<file path="src/wb_pkg.sv">
`default_nettype none

package wb_pkg;

    // Word address width of the shared bus.
    localparam int addr_width_default = 8;

    // Data width of every port and of the RAM.
    localparam int data_width_default = 32;

    // One byte select per data byte.
    localparam int strobe_width_default = data_width_default / 8;

    // Write response code returned on the response channel.
    localparam int resp_width = 1;
    localparam logic [resp_width-1:0] resp_done = 1'b1;

    // Number of Wishbone masters sharing the slave bus.
    localparam int arbiter_ports = 2;

endpackage

`default_nettype wire

</file>
<file path="src/wb_adapter.sv">
`timescale 1ns/1ps
`default_nettype none

module wb_adapter #(
    parameter int addr_width = wb_pkg::addr_width_default,
    parameter int data_width = wb_pkg::data_width_default,
    parameter int strobe_width = data_width / 8
) (
    input  logic                          clock,
    input  logic                          reset,
    input  logic                          r_addr_valid,
    output logic                          r_addr_ready,
    input  logic [addr_width-1:0]         r_addr,
    output logic                          r_data_valid,
    input  logic                          r_data_ready,
    output logic [data_width-1:0]         r_data,
    input  logic                          w_valid,
    output logic                          w_ready,
    input  logic [addr_width-1:0]         w_addr,
    input  logic [data_width-1:0]         w_data,
    input  logic [strobe_width-1:0]       w_strobe,
    output logic                          w_resp_valid,
    input  logic                          w_resp_ready,
    output logic [wb_pkg::resp_width-1:0] w_resp,
    output logic                          wb_cyc,
    output logic                          wb_stb,
    output logic                          wb_we,
    output logic [addr_width-1:0]         wb_adr,
    output logic [data_width-1:0]         wb_dat_w,
    output logic [strobe_width-1:0]       wb_sel,
    input  logic [data_width-1:0]         wb_dat_r,
    input  logic                          wb_ack
);

    // A request sits in the master registers for one cycle before the cycle opens.
    logic pending;
    logic idle;
    logic take_read;
    logic take_write;

    assign idle = !pending && !wb_cyc && !r_data_valid && !w_resp_valid;

    // A read wins over a write offered in the same cycle.
    assign r_addr_ready = idle;
    assign w_ready = idle && !r_addr_valid;

    assign take_read = r_addr_valid && r_addr_ready;
    assign take_write = w_valid && w_ready;

    always_ff @(posedge clock) begin
        if (reset) begin
            pending <= 1'b0;
            wb_cyc <= 1'b0;
            wb_stb <= 1'b0;
        end else if (take_read || take_write) begin
            pending <= 1'b1;
        end else if (pending) begin
            pending <= 1'b0;
            wb_cyc <= 1'b1;
            wb_stb <= 1'b1;
        end else if (wb_cyc && wb_ack) begin
            wb_cyc <= 1'b0;
            wb_stb <= 1'b0;
        end
    end

    always_ff @(posedge clock) begin
        if (take_read) begin
            wb_we <= 1'b0;
            wb_adr <= r_addr;
            wb_sel <= '1;
        end else if (take_write) begin
            wb_we <= 1'b1;
            wb_adr <= w_addr;
            wb_dat_w <= w_data;
            wb_sel <= w_strobe;
        end
    end

    always_ff @(posedge clock) begin
        if (reset) begin
            r_data_valid <= 1'b0;
        end else if (wb_cyc && wb_ack && !wb_we) begin
            r_data_valid <= 1'b1;
        end else if (r_data_ready) begin
            r_data_valid <= 1'b0;
        end
    end

    always_ff @(posedge clock) begin
        if (reset) begin
            w_resp_valid <= 1'b0;
        end else if (wb_cyc && wb_ack && wb_we) begin
            w_resp_valid <= 1'b1;
        end else if (w_resp_ready) begin
            w_resp_valid <= 1'b0;
        end
    end

    // The payloads only load on ack, so they hold while the response waits.
    always_ff @(posedge clock) begin
        if (wb_cyc && wb_ack) begin
            if (wb_we) begin
                w_resp <= wb_pkg::resp_done;
            end else begin
                r_data <= wb_dat_r;
            end
        end
    end

    stb_within_cyc: assert property (@(posedge clock) disable iff (reset)
        wb_stb |-> wb_cyc);

    // The arbiter must never route the slave's ack to a master that is not in a cycle.
    ack_within_cyc: assert property (@(posedge clock) disable iff (reset)
        wb_ack |-> wb_cyc);

endmodule

`default_nettype wire

</file>
<file path="config.mk">
export PLATFORM = sky130hd
export DESIGN_NAME = wb_adapter
export DESIGN_NICKNAME = d
export VERILOG_FILES = /design/src/wb_pkg.sv /design/src/wb_adapter.sv
export SDC_FILE = /design/constraint.sdc
export NUM_CORES = 1
export LEC_CHECK = 0
export CAP_MARGIN = 25
export CORE_UTILIZATION = 60
export DETAILED_ROUTE_END_ITERATION = 10
export DONT_BUFFER_PORTS = 1
export PLACE_DENSITY = 0.81
export SLEW_MARGIN = 20
export SYNTH_ARGS = -nofsm -noshare
export SYNTH_HDL_FRONTEND = slang
export SYNTH_SLANG_ARGS = --single-unit
</file>
<file path="constraint.sdc">
create_clock -name clock -period 4.7 [get_ports clock]
set_input_delay 0.47 -clock clock [delete_from_list [all_inputs] [get_ports clock]]
set_output_delay 0.47 -clock clock [all_outputs]
set_load 0.03 [all_outputs]
</file>
==> results.md <==
* XOR/XNOR Fraction of Synth Area at 0%
* Via-to-Cell Ratio at 6.05
* First-pass GRT wire length at 5710 um
* Layout Cells excl Fill at 182
* Cts bufs inserted at 9
* Clk sinks at 81
* Post-layout util at 71.2%
* RSZ-0062 raised after global routing: no
* Boundary Pins at 175
* Slowest cell on the critical path: nor4_4
* Setup TNS at 0 ns
* End point of the critical path: w_ready
* Highest Clock Rate at 370 MHz
* Worst reg2reg startpoint: wb_stb
* Clock Power Share at 34.1%
* Die Width at 68.0 um
* Port Buf Inserts at 0
* Switching share of total power at 23.9%
* Simple-gate share of the synthesized area at 3.21%
* Adder-cell area share of the yosys netlist at 0%
* GPL Wtd Cong at 0.706
* Critical Path Start Type: flip-flop
* Comb pwr share at 4.2%
* Post-synthesis mux area share at 3.44%
* Final Hold Vio Count at 0
* Syn Inst Count at 116
* Post-CTS setup buffer count at 0
* GR Overflow Total at 0
* Most common cell after layout, fill and taps aside: edfxtp_1
* Area Growth Syn to Fin at 11.3%
* Initial antenna violation count at 0
* Post-synthesis sequential area ratio at 89.6%
* CTS root buf: clkbuf_8
* Core ar. at 4090 um^2
* Most frequent cells in the layout: 72 x edfxtp_1, 9 x clkbuf_8, 9 x dfxtp_1, 8 x mux2_2
* Post-synthesis cell area at 2620 um^2
* Critical Path Fanout Max at 7
* CTS clk-pin slew, worst paths at 0.07 ns
* Reg area at 2340 um^2
* Worst-Skew Late Latency at 0.33 ns
* Placed insts at 165
* FF-to-FF setup slack at 2.14 ns
* First DRT Iteration DRCs at 74
* Antenna Nets Post-Route at 0
* Synth cell types at 19
* Largest cells by area after synthesis: edfxtp_1 83%, dfxtp_1 6.9%, mux2_2 3.4%
* Die Y at 68.0 um
* Via count at 1102
* Largest net degree at the start of global routing at 33
* Area of the multi-input gates at 249 um^2
* # DRC at 0
* HP Class: in -> reg
* Area share of the largest cell type after synthesis at 82.7%
* Final Max Slew Viols at 0
* GRT Total Usage at 19.2%
* Delay-heaviest family, CP: simple AND/OR/NAND/NOR gates
* Maximum vdd drop at 355 uV
* Hold buffers post-CTS at 0
* Static leakage at 0.947 nW
* Required time of the critical path at 4.23 ns
* FF+latch count, synth at 81
* Number of nets in the layout at 218
* Main combinational cell family by area after synthesis: multiplexers
* Worst R2R End: wb_dat_w[27]
* Filler cells at 242
* CTS tree: built
* Cells on worst reg2reg path at 4
* Critical Path Max Stage Delay at 0.78 ns
* Reg power frac at 61.7%
* Biggest area consumer among synthesized cells: edfxtp_1
* WP data arrival at 2.23 ns
* Synth Area in Compound Gates at 2.63%
* Switching power at 0.365 mW
* Buf+Inv Stages, Crit Path at 0
* P per Cell Area at 524 nW/um^2
* Detailed Place HPWL at 3370 um
* Post-cts resize count at 0
* WHS Path Cells at 1
* Status: complete, no violations
* Full die area at 4630 um^2
* Deepest clock path buffer count at 2
* Final setup fails at 0
* DR pass1 iterations at 4
* Starting Density at 64.0%
* WL final at 4630 um
* Max-Cap Viols at 0
* Antenna cells at 0
* Type of the worst setup path: reg -> out
* Internal power at 1.16 mW
* Number of global-route vias before repair at 1035
* Worst-margin pin slew at 0.796 ns
* H-Tree Depth at 3
* Min Tclk post-route at 2.70 ns
* Mapped Avg Cell Area at 22.5 um^2
* Row Count at 23
* Layout cells sized above 1 at 19.7%
* Worst path depth at 2
* Critical path origin: wb_stb
* Crit share post-route at 57.5%
* Setup Skew at 0.00651 ns
* Slew headroom at 46.5%
* DR WL/cell at 25.5 um
* CP cell instances: nor4_4, nor2b_1
* YS warnings at 0
* Mapped Nets at 207
* CP Capture Type: output port
-- metrics by stage --
step           worst slack, ns  area [um^2]  hold WS [ns]  total power, mW
5_1_grt                   1.90         2910         0.180             1.58
3_5_place_dp              1.74         2670         0.551             1.02
2_1_floorplan             2.18         2620         0.497             1.00
6_report                  2.00         2910         0.210             1.53
4_1_cts                   1.73         2880         0.185             1.54
3_3_place_gp              1.90         2670         0.513             1.01
-- registers in the layout, indices dropped and copies added (netlist names) --
signal and cells:
r_data 32, wb_dat_w 32, wb_adr 8, wb_sel 4, pending 1, r_data_valid 1, w_resp_valid 1, wb_stb 1
wb_we 1
-- final cells by class --
class / instances / share of cell area (%)
flip-flops and latches: 81 / 80.4
multi-input cells: 30 / 8.55
clock buffers: 11 / 4.51
clock inverters: 5 / 2.75
well taps: 50 / 2.15
repair buffers: 2 / 1.20
inverters: 3 / 0.387
-- metal layers --
metal / global-route usage [%] / wire length, um / up-vias
met5: 0 / 0 / -
met4: 10.9 / 63 / 0
met3: 9.50 / 510 / 6
met2: 32.0 / 2470 / 101
met1: 19.4 / 1590 / 528
li1: - / - / 467
-- worst min path at each step --
| stage | startpoint | to | slack [ns] |
|---|---|---|---|
| detailed placement | reset | w_resp_valid | 0.55 |
| global placement | pending | wb_stb | 0.51 |
| finish | reset | w_resp_valid | 0.21 |
| floorplan | pending | wb_stb | 0.50 |
| global route | reset | w_resp_valid | 0.18 |
| CTS | reset | w_resp_valid | 0.19 |
-- power by group through the flow --
stage / Combinational [mW] / Sequential (mW) / Clock, mW
floorplan: 0.0534 / 0.948 / 0
global placement: 0.0557 / 0.956 / 0
detailed placement: 0.0593 / 0.959 / 0
CTS: 0.0597 / 0.943 / 0.535
global route: 0.0698 / 0.945 / 0.562
finish: 0.0636 / 0.941 / 0.521
-- worst register-to-register path, cell delays in order, from the launching register on --
cell and delay (ns):
dfxtp_1 0.56, nor4_4 0.78, nand3b_1 0.32, clkinv_1 0.41, buf_16 0.21
-- synthesized netlist by cell type --
cell,instances
nand2_4,1
a21oi_1,4
and2b_1,1
nor4_4,1
buf_4,2
nand3b_1,1
edfxtp_1,72
o21a_1,1
o22a_1,4
o22ai_1,1
inv_1,3
mux2_2,8
nor2b_1,2
conb_1,1
nor2_1,2
or2b_1,1
nand3_1,1
dfxtp_1,9
nand2_1,1
-- cells by family (layout without fill, tap and decap cells) --
kind of cell | count (synthesis) | count (layout)
flip-flops | 81 | 81
AND/OR/NAND/NOR | 11 | 11
AO/OA/AOI/OAI | 10 | 10
multiplexers | 8 | 8
buffers and inverters | 5 | 21
other | 1 | 1
No activity file was read; power rests on OpenSTA's default activity.
