[config.mk]
export PLATFORM = sky130hd
export DESIGN_NAME = wb_arbiter
export DESIGN_NICKNAME = d
export VERILOG_FILES = /design/src/wb_pkg.sv /design/src/wb_arbiter.sv
export SDC_FILE = /design/constraint.sdc
export NUM_CORES = 1
export LEC_CHECK = 0
export CORE_AREA = 2 2 95 97
export CTS_BUF_LIST = sky130_fd_sc_hd__clkbuf_4 sky130_fd_sc_hd__clkbuf_8
export CTS_CLUSTER_SIZE = 10
export DETAILED_ROUTE_END_ITERATION = 10
export DIE_AREA = 0 0 97 99
export DONT_BUFFER_PORTS = 1
export HOLD_SLACK_MARGIN = 0.03
export PLACE_DENSITY = 0.38
export RECOVER_POWER = 100
export SYNTH_ARGS = -nofsm -noshare
export SYNTH_HDL_FRONTEND = slang
export SYNTH_SLANG_ARGS = --single-unit
export TNS_END_PERCENT = 50
[constraint.sdc]
create_clock -name clock -period 1.5 [get_ports clock]
set_input_delay 0.075 -clock clock [delete_from_list [all_inputs] [get_ports clock]]
set_output_delay 0.075 -clock clock [all_outputs]
set_load 0.03 [all_outputs]
[src/wb_pkg.sv]
`default_nettype none

package wb_pkg;

    // Word address width of the shared bus.
    localparam int addr_width_default = 8;

    // Data width of every port and of the RAM.
    localparam int data_width_default = 32;

    // One byte select per data byte.
    localparam int strobe_width_default = data_width_default / 8;

    // Write response code returned on the response channel.
    localparam int resp_width = 1;
    localparam logic [resp_width-1:0] resp_done = 1'b1;

    // Number of Wishbone masters sharing the slave bus.
    localparam int arbiter_ports = 2;

endpackage

`default_nettype wire

[src/wb_arbiter.sv]
`timescale 1ns/1ps
`default_nettype none

module wb_arbiter #(
    parameter int addr_width = wb_pkg::addr_width_default,
    parameter int data_width = wb_pkg::data_width_default,
    parameter int strobe_width = data_width / 8
) (
    input  logic                    clock,
    input  logic                    reset,
    input  logic                    m0_cyc,
    input  logic                    m0_stb,
    input  logic                    m0_we,
    input  logic [addr_width-1:0]   m0_adr,
    input  logic [data_width-1:0]   m0_dat_w,
    input  logic [strobe_width-1:0] m0_sel,
    output logic [data_width-1:0]   m0_dat_r,
    output logic                    m0_ack,
    input  logic                    m1_cyc,
    input  logic                    m1_stb,
    input  logic                    m1_we,
    input  logic [addr_width-1:0]   m1_adr,
    input  logic [data_width-1:0]   m1_dat_w,
    input  logic [strobe_width-1:0] m1_sel,
    output logic [data_width-1:0]   m1_dat_r,
    output logic                    m1_ack,
    output logic                    s_cyc,
    output logic                    s_stb,
    output logic                    s_we,
    output logic [addr_width-1:0]   s_adr,
    output logic [data_width-1:0]   s_dat_w,
    output logic [strobe_width-1:0] s_sel,
    input  logic [data_width-1:0]   s_dat_r,
    input  logic                    s_ack
);

    // The owner is one-hot and reads all zero while the bus is free.
    logic [wb_pkg::arbiter_ports-1:0] owner;
    logic last;
    logic held;
    logic grant;

    assign held = (owner[0] && m0_cyc) || (owner[1] && m1_cyc);

    always_comb begin
        if (held) begin
            grant = owner[1];
        end else if (m0_cyc && m1_cyc) begin
            grant = !last;
        end else begin
            grant = m1_cyc;
        end
    end

    // Port 0 goes first after reset.
    always_ff @(posedge clock) begin
        if (reset) begin
            owner <= '0;
            last <= 1'b1;
        end else begin
            owner <= '0;
            if (s_cyc) begin
                owner[grant] <= 1'b1;
            end
            if (s_cyc && !held) begin
                last <= grant;
            end
        end
    end

    assign s_cyc = grant ? m1_cyc : m0_cyc;
    assign s_stb = grant ? m1_stb : m0_stb;
    assign s_we = grant ? m1_we : m0_we;
    assign s_adr = grant ? m1_adr : m0_adr;
    assign s_dat_w = grant ? m1_dat_w : m0_dat_w;
    assign s_sel = grant ? m1_sel : m0_sel;

    // Read data goes to both masters; only the owner sees ack.
    assign m0_dat_r = s_dat_r;
    assign m1_dat_r = s_dat_r;
    assign m0_ack = s_ack && !grant;
    assign m1_ack = s_ack && grant;

    one_ack: assert property (@(posedge clock) disable iff (reset)
        !(m0_ack && m1_ack));

    owner_0_locked: assert property (@(posedge clock) disable iff (reset)
        (owner[0] && m0_cyc) |=> owner[0]);

    owner_1_locked: assert property (@(posedge clock) disable iff (reset)
        (owner[1] && m1_cyc) |=> owner[1]);

endmodule

`default_nettype wire

==> flow_summary.yaml, run 1 <==
clocking:
  cts_tree: "yes"
  clockBufferDepth: 2
  htree_levels: 1
  clkTransAtPathRegs_ns: 0.03
  cts_buffers: 3
  cts_sinks: 3
  clock_latency_ns: 0.22
  cts-root-buf: "clkbuf_8"
drt:
  wl_met3_um: 617
  drt-pass1-iter-count: 4
  wl_met2_mm: 2.03
  wl_mm: 4.21
  drt_first_iter_violations: 20
  viasPerCell: 3.94
  routed.top_layer: "met4"
  wl_per_cell_um: 21.4
  drc: 0
  vias: 776
  ant_nets: 0
  drt-met1-wl_mm: 1.46
grt:
  grt_pass1_wl_mm: 5.10
  grt_start_max_net_pins: 16
  gr-total-overflow: 0
  grt_pass1_vias: 790
  grtUsageTotal: 0.0739
  antenna_found_initial: 0
place:
  routabilityCongestion: 0.666
  place_ws_ns: 0.00679
  post-dp-hpwl_mm: 2.96
  port_buffers: 0
  postPlaceCellArea_sq_um: 900
worst_setup_path:
  cp-start-kind: "flip-flop"
  reg2reg_to: "owner[1]$_SDFF_PP0_"
  reg2reg_from: "owner[1]$_SDFF_PP0_"
  end_kind: "primary output"
  worst_path_max_delay_cell: "mux2_4"
  cp_top_family: "multiplexers"
  critical_path_buf_inv_count: 2
  critical_path.max_stage_delay_ns: 0.36
  worstRegToRegCells: 6
  rrSetupSlack_ns: -0.01
  crit_fanout: 5
  required_ns: 1.42
  criticalPathCategory: "flip-flop to primary output"
  path_cells: "a21o_1 -> o21ai_4 -> buf_8 -> clkbuf_16 -> mux2_4"
  arrival_ns: 1.53
min_path:
  whs_path_depth: 1
  min_path_type: "input port to flip-flop"
  holdPathEnd: "owner[0]$_SDFF_PP0_"
  min_from: "reset"
finish:
  syn2layout_area_growth_pct: 9.76
  final_core_util: 0.160
  layout_commonest_cell: "mux2_4"
  layout-drive-gt1-share: 0.809
  diodes: 0
  layout_common_cells: "46 x mux2_4, 6 x buf_4"
  final_cell_area_sq_mm: 0.00137
  fin_nets: 219
  nFillCells: 915
die:
  num_rows: 34
  pin_count: 242
  die_area_sq_mm: 0.00960
  fp.dieW_um: 97
  coreArea_sq_mm: 0.00855
  die_h_um: 99
  initial_core_util: 0.145
yosys:
  syn-num-nets: 264
  avgSynthCellArea_sq_um: 9.21
  yosysSeqAreaShare: 0.0483
  netlist_instances: 135
  yosys.cell_types.count: 20
  syn-cell-area_sq_mm: 0.00124
  synth_seq_cells: 3
  ys_warn_count: 0
sta:
  fin_hold_ws_ns: 0.0453
  finalMaxSlewViolations: 0
  period_needed_ns: 1.60
  fmax_mhz: 624
  tightest_slew_ns: 0.298
  min_period_over_period: 1.07
  finClkSkew_ns: 0.00104
  fin_ws_ns: -0.104
  rsz0062_at_grt: "yes"
  relSlewSlack: 0.802
  setup_viol: 48
  finalHoldViolCount: 0
power_and_ir_drop:
  p_comb_frac: 0.703
  clockPowerShare: 0.217
  power-per-cell-area_mw_per_mm2: 868
  p_leak_uw: 0.000648
  peakVddDrop_mv: 0.187
  switching_share: 0.444
  seq_power_share: 0.080
  p_int_uw: 659
  p_sw_uw: 526
run_status:
  violations: "negative setup slack"
  status: "complete, but fails checks"
run:
  drv_cap: 0
## area by class of cell
cell class	instances	area, sq um	area share
timing repair buffer	19	299	0.219
tap	108	135	0.0990
multi-input combinational	63	816	0.598
sequential	3	66.3	0.0486
clock buffer	4	48.8	0.0357
## power by group through the flow
stage                     Combinational, uW  Clock (uW)  Sequential, uW
after floorplan                         867           0            93.4
after global placement                  600           0            95.0
after detailed placement                602           0            95.0
after CTS                               793         265            95.0
after global routing                    868         279            95.6
final                                   833         257            94.9
## synth_stat cells
cell type  instances  area (sq um)
a21oi_1            1          5.00
a21o_1             2          15.0
nor4b_1            1          8.76
nor2_1             2          7.51
nand2_1            1          3.75
and2_1             1          6.26
nand2b_1           1          6.26
a211oi_1           1          7.51
buf_6              1          11.3
nor3b_1            1          7.51
mux2_2            39           439
nand2b_2           1          8.76
nor2b_1            1          6.26
buf_8              1          15.0
o21ai_2            1          8.76
nor3_1             2          10.0
and3b_1            1          8.76
dfxtp_1            3          60.1
mux2_4             7           105
buf_4             67           503
## layer usage
metal / track usage / vias up
met1: 0.0757 / 333
met2: 0.124 / 108
li1: - / 307
met5: 0 / -
met3: 0.0482 / 28
met4: 0.0217 / 0
## stage by stage
stage / power (uW) / TNS [ns] / instances
after floorplan: 961 / 0 / 135
after global placement: 695 / 0 / 178
after detailed placement: 697 / 0 / 178
after CTS: 1150 / -4.60 / 192
after global routing: 1240 / -6.50 / 197
final: 1180 / -3.84 / 197
## registers in the layout, indices dropped and copies added (netlist names)
register / cells
last: 1
owner: 2
## worst max path at each step
| stage | slack (ns) | startpoint | to | cells after the start |
|---|---|---|---|---|
| floorplan | 0.11 | owner[1]$_SDFF_PP0_ | s_dat_w[15] | 5 |
| global placement | 0.01 | owner[0]$_SDFF_PP0_ | s_sel[2] | 4 |
| detailed placement | 0.007 | owner[0]$_SDFF_PP0_ | s_sel[2] | 4 |
| CTS | -0.13 | owner[1]$_SDFF_PP0_ | s_dat_w[29] | 5 |
| global route | -0.15 | owner[1]$_SDFF_PP0_ | s_sel[2] | 5 |
| finish | -0.10 | owner[0]$_SDFF_PP0_ | s_dat_w[25] | 5 |
## worst register-to-register path: cells and delay by family (launching register included)
| kind | cells | cell delay, ns |
|---|---|---|
| buf+inv | 3 | 0.79 |
| flops | 1 | 0.31 |
| simple gates | 3 | 0.28 |
## repair_timing
| item | 4_1_cts | 5_1_grt |
|---|---|---|
| pin swaps | 1 | 2 |
| cloned | 3 | 3 |
| resized for setup | 51 | 3 |
| buffers inserted | 4 | 2 |
| setup endpoints to repair | 47 | 48 |
| hold buffers | 3 | 0 |
| hold endpoints to repair | 2 | 0 |
## kinds of logic (layout without fill, tap and decap cells)
| family | count (synthesis) | after routing | synth area share |
|---|---|---|---|
| muxes | 46 | 46 | 0.438 |
| DFF | 3 | 3 | 0.0483 |
| buffers and inverters | 69 | 23 | 0.426 |
| and+or+nand+nor | 12 | 12 | 0.0594 |
| AOI/OAI and AO/OA | 5 | 5 | 0.0292 |
(Power assumes the default switching activity.)
==> run 2: changes to the inputs <==
SETUP_SLACK_MARGIN = 0.3   (was unset)
clock period = 1.7 ns   (was 1.5 ns; I/O delays follow)
==> run 2 against run 1 <==
  * The run now ends clean
  * Routed wire length fell by 2.7%
  * Cell area fell by 3.8%
  * Via count fell by 2.6%
  * Sequential share of layout area rose by 0.094 points
  * Critical path type unchanged
  * Highest routed layer unchanged
==> flow_summary.yaml, run 2 (same netlist as run 1, synthesis figures left out) <==
sta:
  finClkSkew_ns: 0.00275
  finalMaxSlewViolations: 0
  fmax_mhz: 603
  fin_hold_ws_ns: 0.0410
  min_period_over_period: 0.976
  setup_viol: 0
  tightest_slew_ns: 0.300
  fin_ws_ns: 0.0403
  period_needed_ns: 1.66
  finalHoldViolCount: 0
  relSlewSlack: 0.801
  rsz0062_at_grt: "yes"
drt:
  drt-pass1-iter-count: 4
  wl_per_cell_um: 21.1
  wl_mm: 4.09
  viasPerCell: 3.90
  drt_first_iter_violations: 40
  vias: 756
  ant_nets: 0
  drc: 0
worst_setup_path:
  arrival_ns: 1.57
  path_cells: "nor2_2 -> o21ai_4 -> buf_6 -> buf_12 -> buf_16 -> mux2_4"
  critical_path.max_stage_delay_ns: 0.37
  cp-start-kind: "flip-flop"
  worst_path_max_delay_cell: "mux2_4"
  end_kind: "primary output"
  criticalPathCategory: "flip-flop to primary output"
  required_ns: 1.62
  crit_fanout: 5
grt:
  grtUsageTotal: 0.0739
  grt_start_max_net_pins: 18
  grt_pass1_wl_mm: 5.07
  grt_pass1_vias: 769
  antenna_found_initial: 0
  gr-total-overflow: 0
die:
  initial_core_util: 0.145
  coreArea_sq_mm: 0.00855
  die_area_sq_mm: 0.00960
  num_rows: 34
  fp.dieW_um: 97
  pin_count: 242
  die_h_um: 99
power_and_ir_drop:
  power-per-cell-area_mw_per_mm2: 779
  peakVddDrop_mv: 0.176
  finalPower_uw: 1020
  p_leak_uw: 0.000622
clocking:
  cts-root-buf: "clkbuf_8"
  clock_latency_ns: 0.22
  cts_buffers: 3
  cts_sinks: 3
  cts_tree: "yes"
  htree_levels: 1
  clockBufferDepth: 2
  clkTransAtPathRegs_ns: 0.03
finish:
  top_register: "owner"
  final_cell_area_sq_mm: 0.00131
  reg_top3: "owner x2, last x1"
  syn2layout_area_growth_pct: 5.63
  layout-drive-gt1-share: 0.814
  fin_nets: 216
  layout_common_cells: "46 x mux2_4, 6 x buf_4, 3 x clkbuf_8, 3 x buf_16, 3 x buf_12"
  final_core_util: 0.154
  layout_commonest_cell: "mux2_4"
  largest_reg_flops: 2
  diodes: 0
min_path:
  min_path_type: "input port to flip-flop"
place:
  postPlaceCellArea_sq_um: 900
  port_buffers: 0
  place_ws_ns: 0.199
  routabilityCongestion: 0.658
  post-dp-hpwl_mm: 2.96
run_status:
  status: "finished, final reports clean"
run:
  drv_cap: 0
==> run 2: metal layers <==
metal,global-route usage,share of wire,up-vias
met5,0,0,-
met4,0.0217,0.026,0
li1,-,-,300
met3,0.0496,0.15,30
met1,0.0796,0.34,325
met2,0.119,0.48,101
==> run 2: where the power goes <==
| part | internal [uW] | switching, uW |
|---|---|---|
| sequential | 77.4 | 6.86 |
| clock | 176 | 50.0 |
| combinational | 312 | 401 |
==> run 2: stage by stage <==
stage | TNS [ns] | cells
floorplan | 0 | 135
global placement | 0 | 178
detailed placement | 0 | 178
CTS | 0 | 192
global route | -0.0250 | 194
finish | 0 | 194
==> run 2: critical path: cells and delay by family (launching register included) <==
| family | cells | cell delay [ns] |
|---|---|---|
| buf+inv | 3 | 0.39 |
| mux | 1 | 0.37 |
| flops | 1 | 0.33 |
| simple gates | 1 | 0.18 |
| compound gates | 1 | 0.09 |
==> run 2: area by class of cell <==
class | instances | area (sq um)
Timing Repair Buffer | 16 | 244
Sequential cell | 3 | 65.1
Multi-Input combinational cell | 63 | 821
Fill cell | 923 | 7240
Tap cell | 108 | 135
Clock buffer | 4 | 48.8
==> run 2: worst paths after layout <==
| check | depth (start not counted) | endpoint | start | slack, ns |
|---|---|---|---|---|
| setup / recovery | 6 | s_dat_w[31] | last$_SDFFE_PP1P_ | 0.04 |
| hold / removal | 1 | owner[0]$_SDFF_PP0_ | m0_cyc | 0.04 |
| setup reg to reg | 5 | owner[1]$_SDFF_PP0_ | owner[1]$_SDFF_PP0_ | 0.28 |
| hold reg to reg | 2 | last$_SDFFE_PP1P_ | owner[0]$_SDFF_PP0_ | 0.58 |
==> run 2: what timing repair did <==
item / CTS / global route
endpoints found under the setup margin: 48 / 49
hold buffers: 2 / 0
gates resized for setup: 50 / 3
gates cloned: 3 / 1
pin swaps: 2 / 1
endpoints found under the hold margin: 1 / 0
buffers inserted: 5 / 1
==> run 3: changes to the inputs <==
PLACE_DENSITY = 0.3   (was 0.38)
==> run 3 against run 2 <==
  * Global-route usage down 0.77 points
  * Via count down 1.3%
  * Flip-flop and latch count unchanged
  * First-iteration DRC count down 57%
  * Sequential share of layout area up 0.13 points
  * Critical path depth unchanged
  * Non-clock buffer count up 2
  * Register-to-register slack better by 0.35 ns
  * Die area unchanged
  * Hold slack better by 0.011 ns
  * Critical path type unchanged
==> flow_summary.yaml, run 3 (same netlist as run 1, synthesis figures left out) <==
power_and_ir_drop:
  power-per-cell-area_mw_per_mm2: 776
  p_leak_uw: 0.000605
  peakVddDrop_mv: 0.120
drt:
  wl_mm: 3.84
  drt-pass1-iter-count: 4
  drt_first_iter_violations: 17
  drc: 0
  wl_per_cell_um: 19.6
  vias: 746
  ant_nets: 0
  viasPerCell: 3.81
finish:
  layout-drive-gt1-share: 0.795
  multi_input_area_sq_um: 821
  layout_common_cells: "46 x mux2_4, 5 x buf_6, 4 x clkbuf_8, 4 x buf_4, 3 x dlygate4sd3_1"
  top_register: "owner"
  nFillCells: 941
  syn2layout_area_growth_pct: 2.92
  diodes: 0
  fin_nets: 218
  seq_area_sq_um: 65.1
  layout_commonest_cell: "mux2_4"
  reg_top3: "owner x2, last x1"
  largest_reg_flops: 2
place:
  routabilityCongestion: 0.678
  port_buffers: 0
  place_ws_ns: 0.181
grt:
  grt_pass1_wl_mm: 5.02
  antenna_found_initial: 0
  gr-total-overflow: 0
  grt_start_max_net_pins: 16
  grt_pass1_vias: 836
  grtUsageTotal: 0.0662
die:
  coreArea_sq_mm: 0.00855
  pin_count: 242
  die_area_sq_mm: 0.00960
  num_rows: 34
  initial_core_util: 0.145
  fp.dieW_um: 97
  die_h_um: 99
sta:
  min_period_over_period: 0.969
  fmax_mhz: 607
  rsz0062_at_grt: "yes"
  finalMaxSlewViolations: 0
  setup_viol: 0
  period_needed_ns: 1.65
  fin_ws_ns: 0.0534
  finalHoldViolCount: 0
  finClkSkew_ns: 0.00130
  finalSetupTns_ns: 0
  tightest_slew_ns: 0.294
  relSlewSlack: 0.801
clocking:
  clockBufferDepth: 2
  htree_levels: 1
  cts-root-buf: "clkbuf_8"
  cts_sinks: 3
  cts_buffers: 3
  cts_tree: "yes"
  clkTransAtPathRegs_ns: 0.03
  clock_latency_ns: 0.22
run:
  drv_cap: 0
worst_setup_path:
  criticalPathCategory: "flip-flop to primary output"
  end_kind: "primary output"
  arrival_ns: 1.56
  required_ns: 1.62
  crit_fanout: 7
  cp-start-kind: "flip-flop"
min_path:
  min_path_type: "input port to flip-flop"
run_status:
  status: "finished, final reports clean"
-- run 3: final cells by class --
class,count,share of cell area
clock buffer,4,0.0381
tap,108,0.106
sequential,3,0.0508
multi-input combinational,63,0.641
timing repair buffer,18,0.164
-- run 3: worst paths after layout --
path / startpoint / endpoint / slack [ns] / depth (start not counted)
setup / recovery: owner[0]$_SDFF_PP0_ / s_dat_w[19] / 0.05 / 6
hold / removal: reset / owner[0]$_SDFF_PP0_ / 0.05 / 1
setup reg to reg: owner[1]$_SDFF_PP0_ / last$_SDFFE_PP1P_ / 0.63 / 4
hold reg to reg: owner[0]$_SDFF_PP0_ / owner[1]$_SDFF_PP0_ / 0.61 / 3
-- run 3: where the power goes --
part / switching (uW) / internal, uW / leakage [uW] / total [uW]
clock: 54.3 / 176 / 0.0000262 / 231
sequential: 8.19 / 77.4 / 0.0000253 / 85.6
combinational: 388 / 289 / 0.000553 / 677
-- run 3: what timing repair did --
action                                  CTS  global route
buffers inserted                          6             1
hold buffers                              2             1
endpoints found under the setup margin   48            48
cloned                                    3             1
pin swaps                                 1             2
hold endpoints to repair                  1             1
resized for setup                        48             3
-- run 3: layer usage --
metal / vias to the layer above / track usage / part of all wire
met2: 86 / 0.122 / 0.54
met3: 25 / 0.0213 / 0.11
met4: 0 / 0.0412 / 0.041
li1: 301 / - / -
met1: 334 / 0.0643 / 0.31
met5: - / 0 / 0
-- run 3: worst max-delay path: stages, from the launching register on --
cell and delay (ns):
dfxtp_4 0.35, a21o_1 0.18, o21ai_4 0.07, buf_6 0.14, buf_12 0.09, clkbuf_8 0.15, mux2_4 0.35
-- run 3: per-stage QoR --
step	hold WS (ns)	cells	power, uW	utilization	area (sq um)
2_1_floorplan	0.161	135	848	-	1240
3_3_place_gp	0.164	178	606	0.107	912
3_5_place_dp	0.170	178	609	0.107	912
4_1_cts	0.0306	193	1030	0.152	1300
5_1_grt	0.0496	196	1030	0.150	1280
6_report	0.0518	196	993	0.150	1280
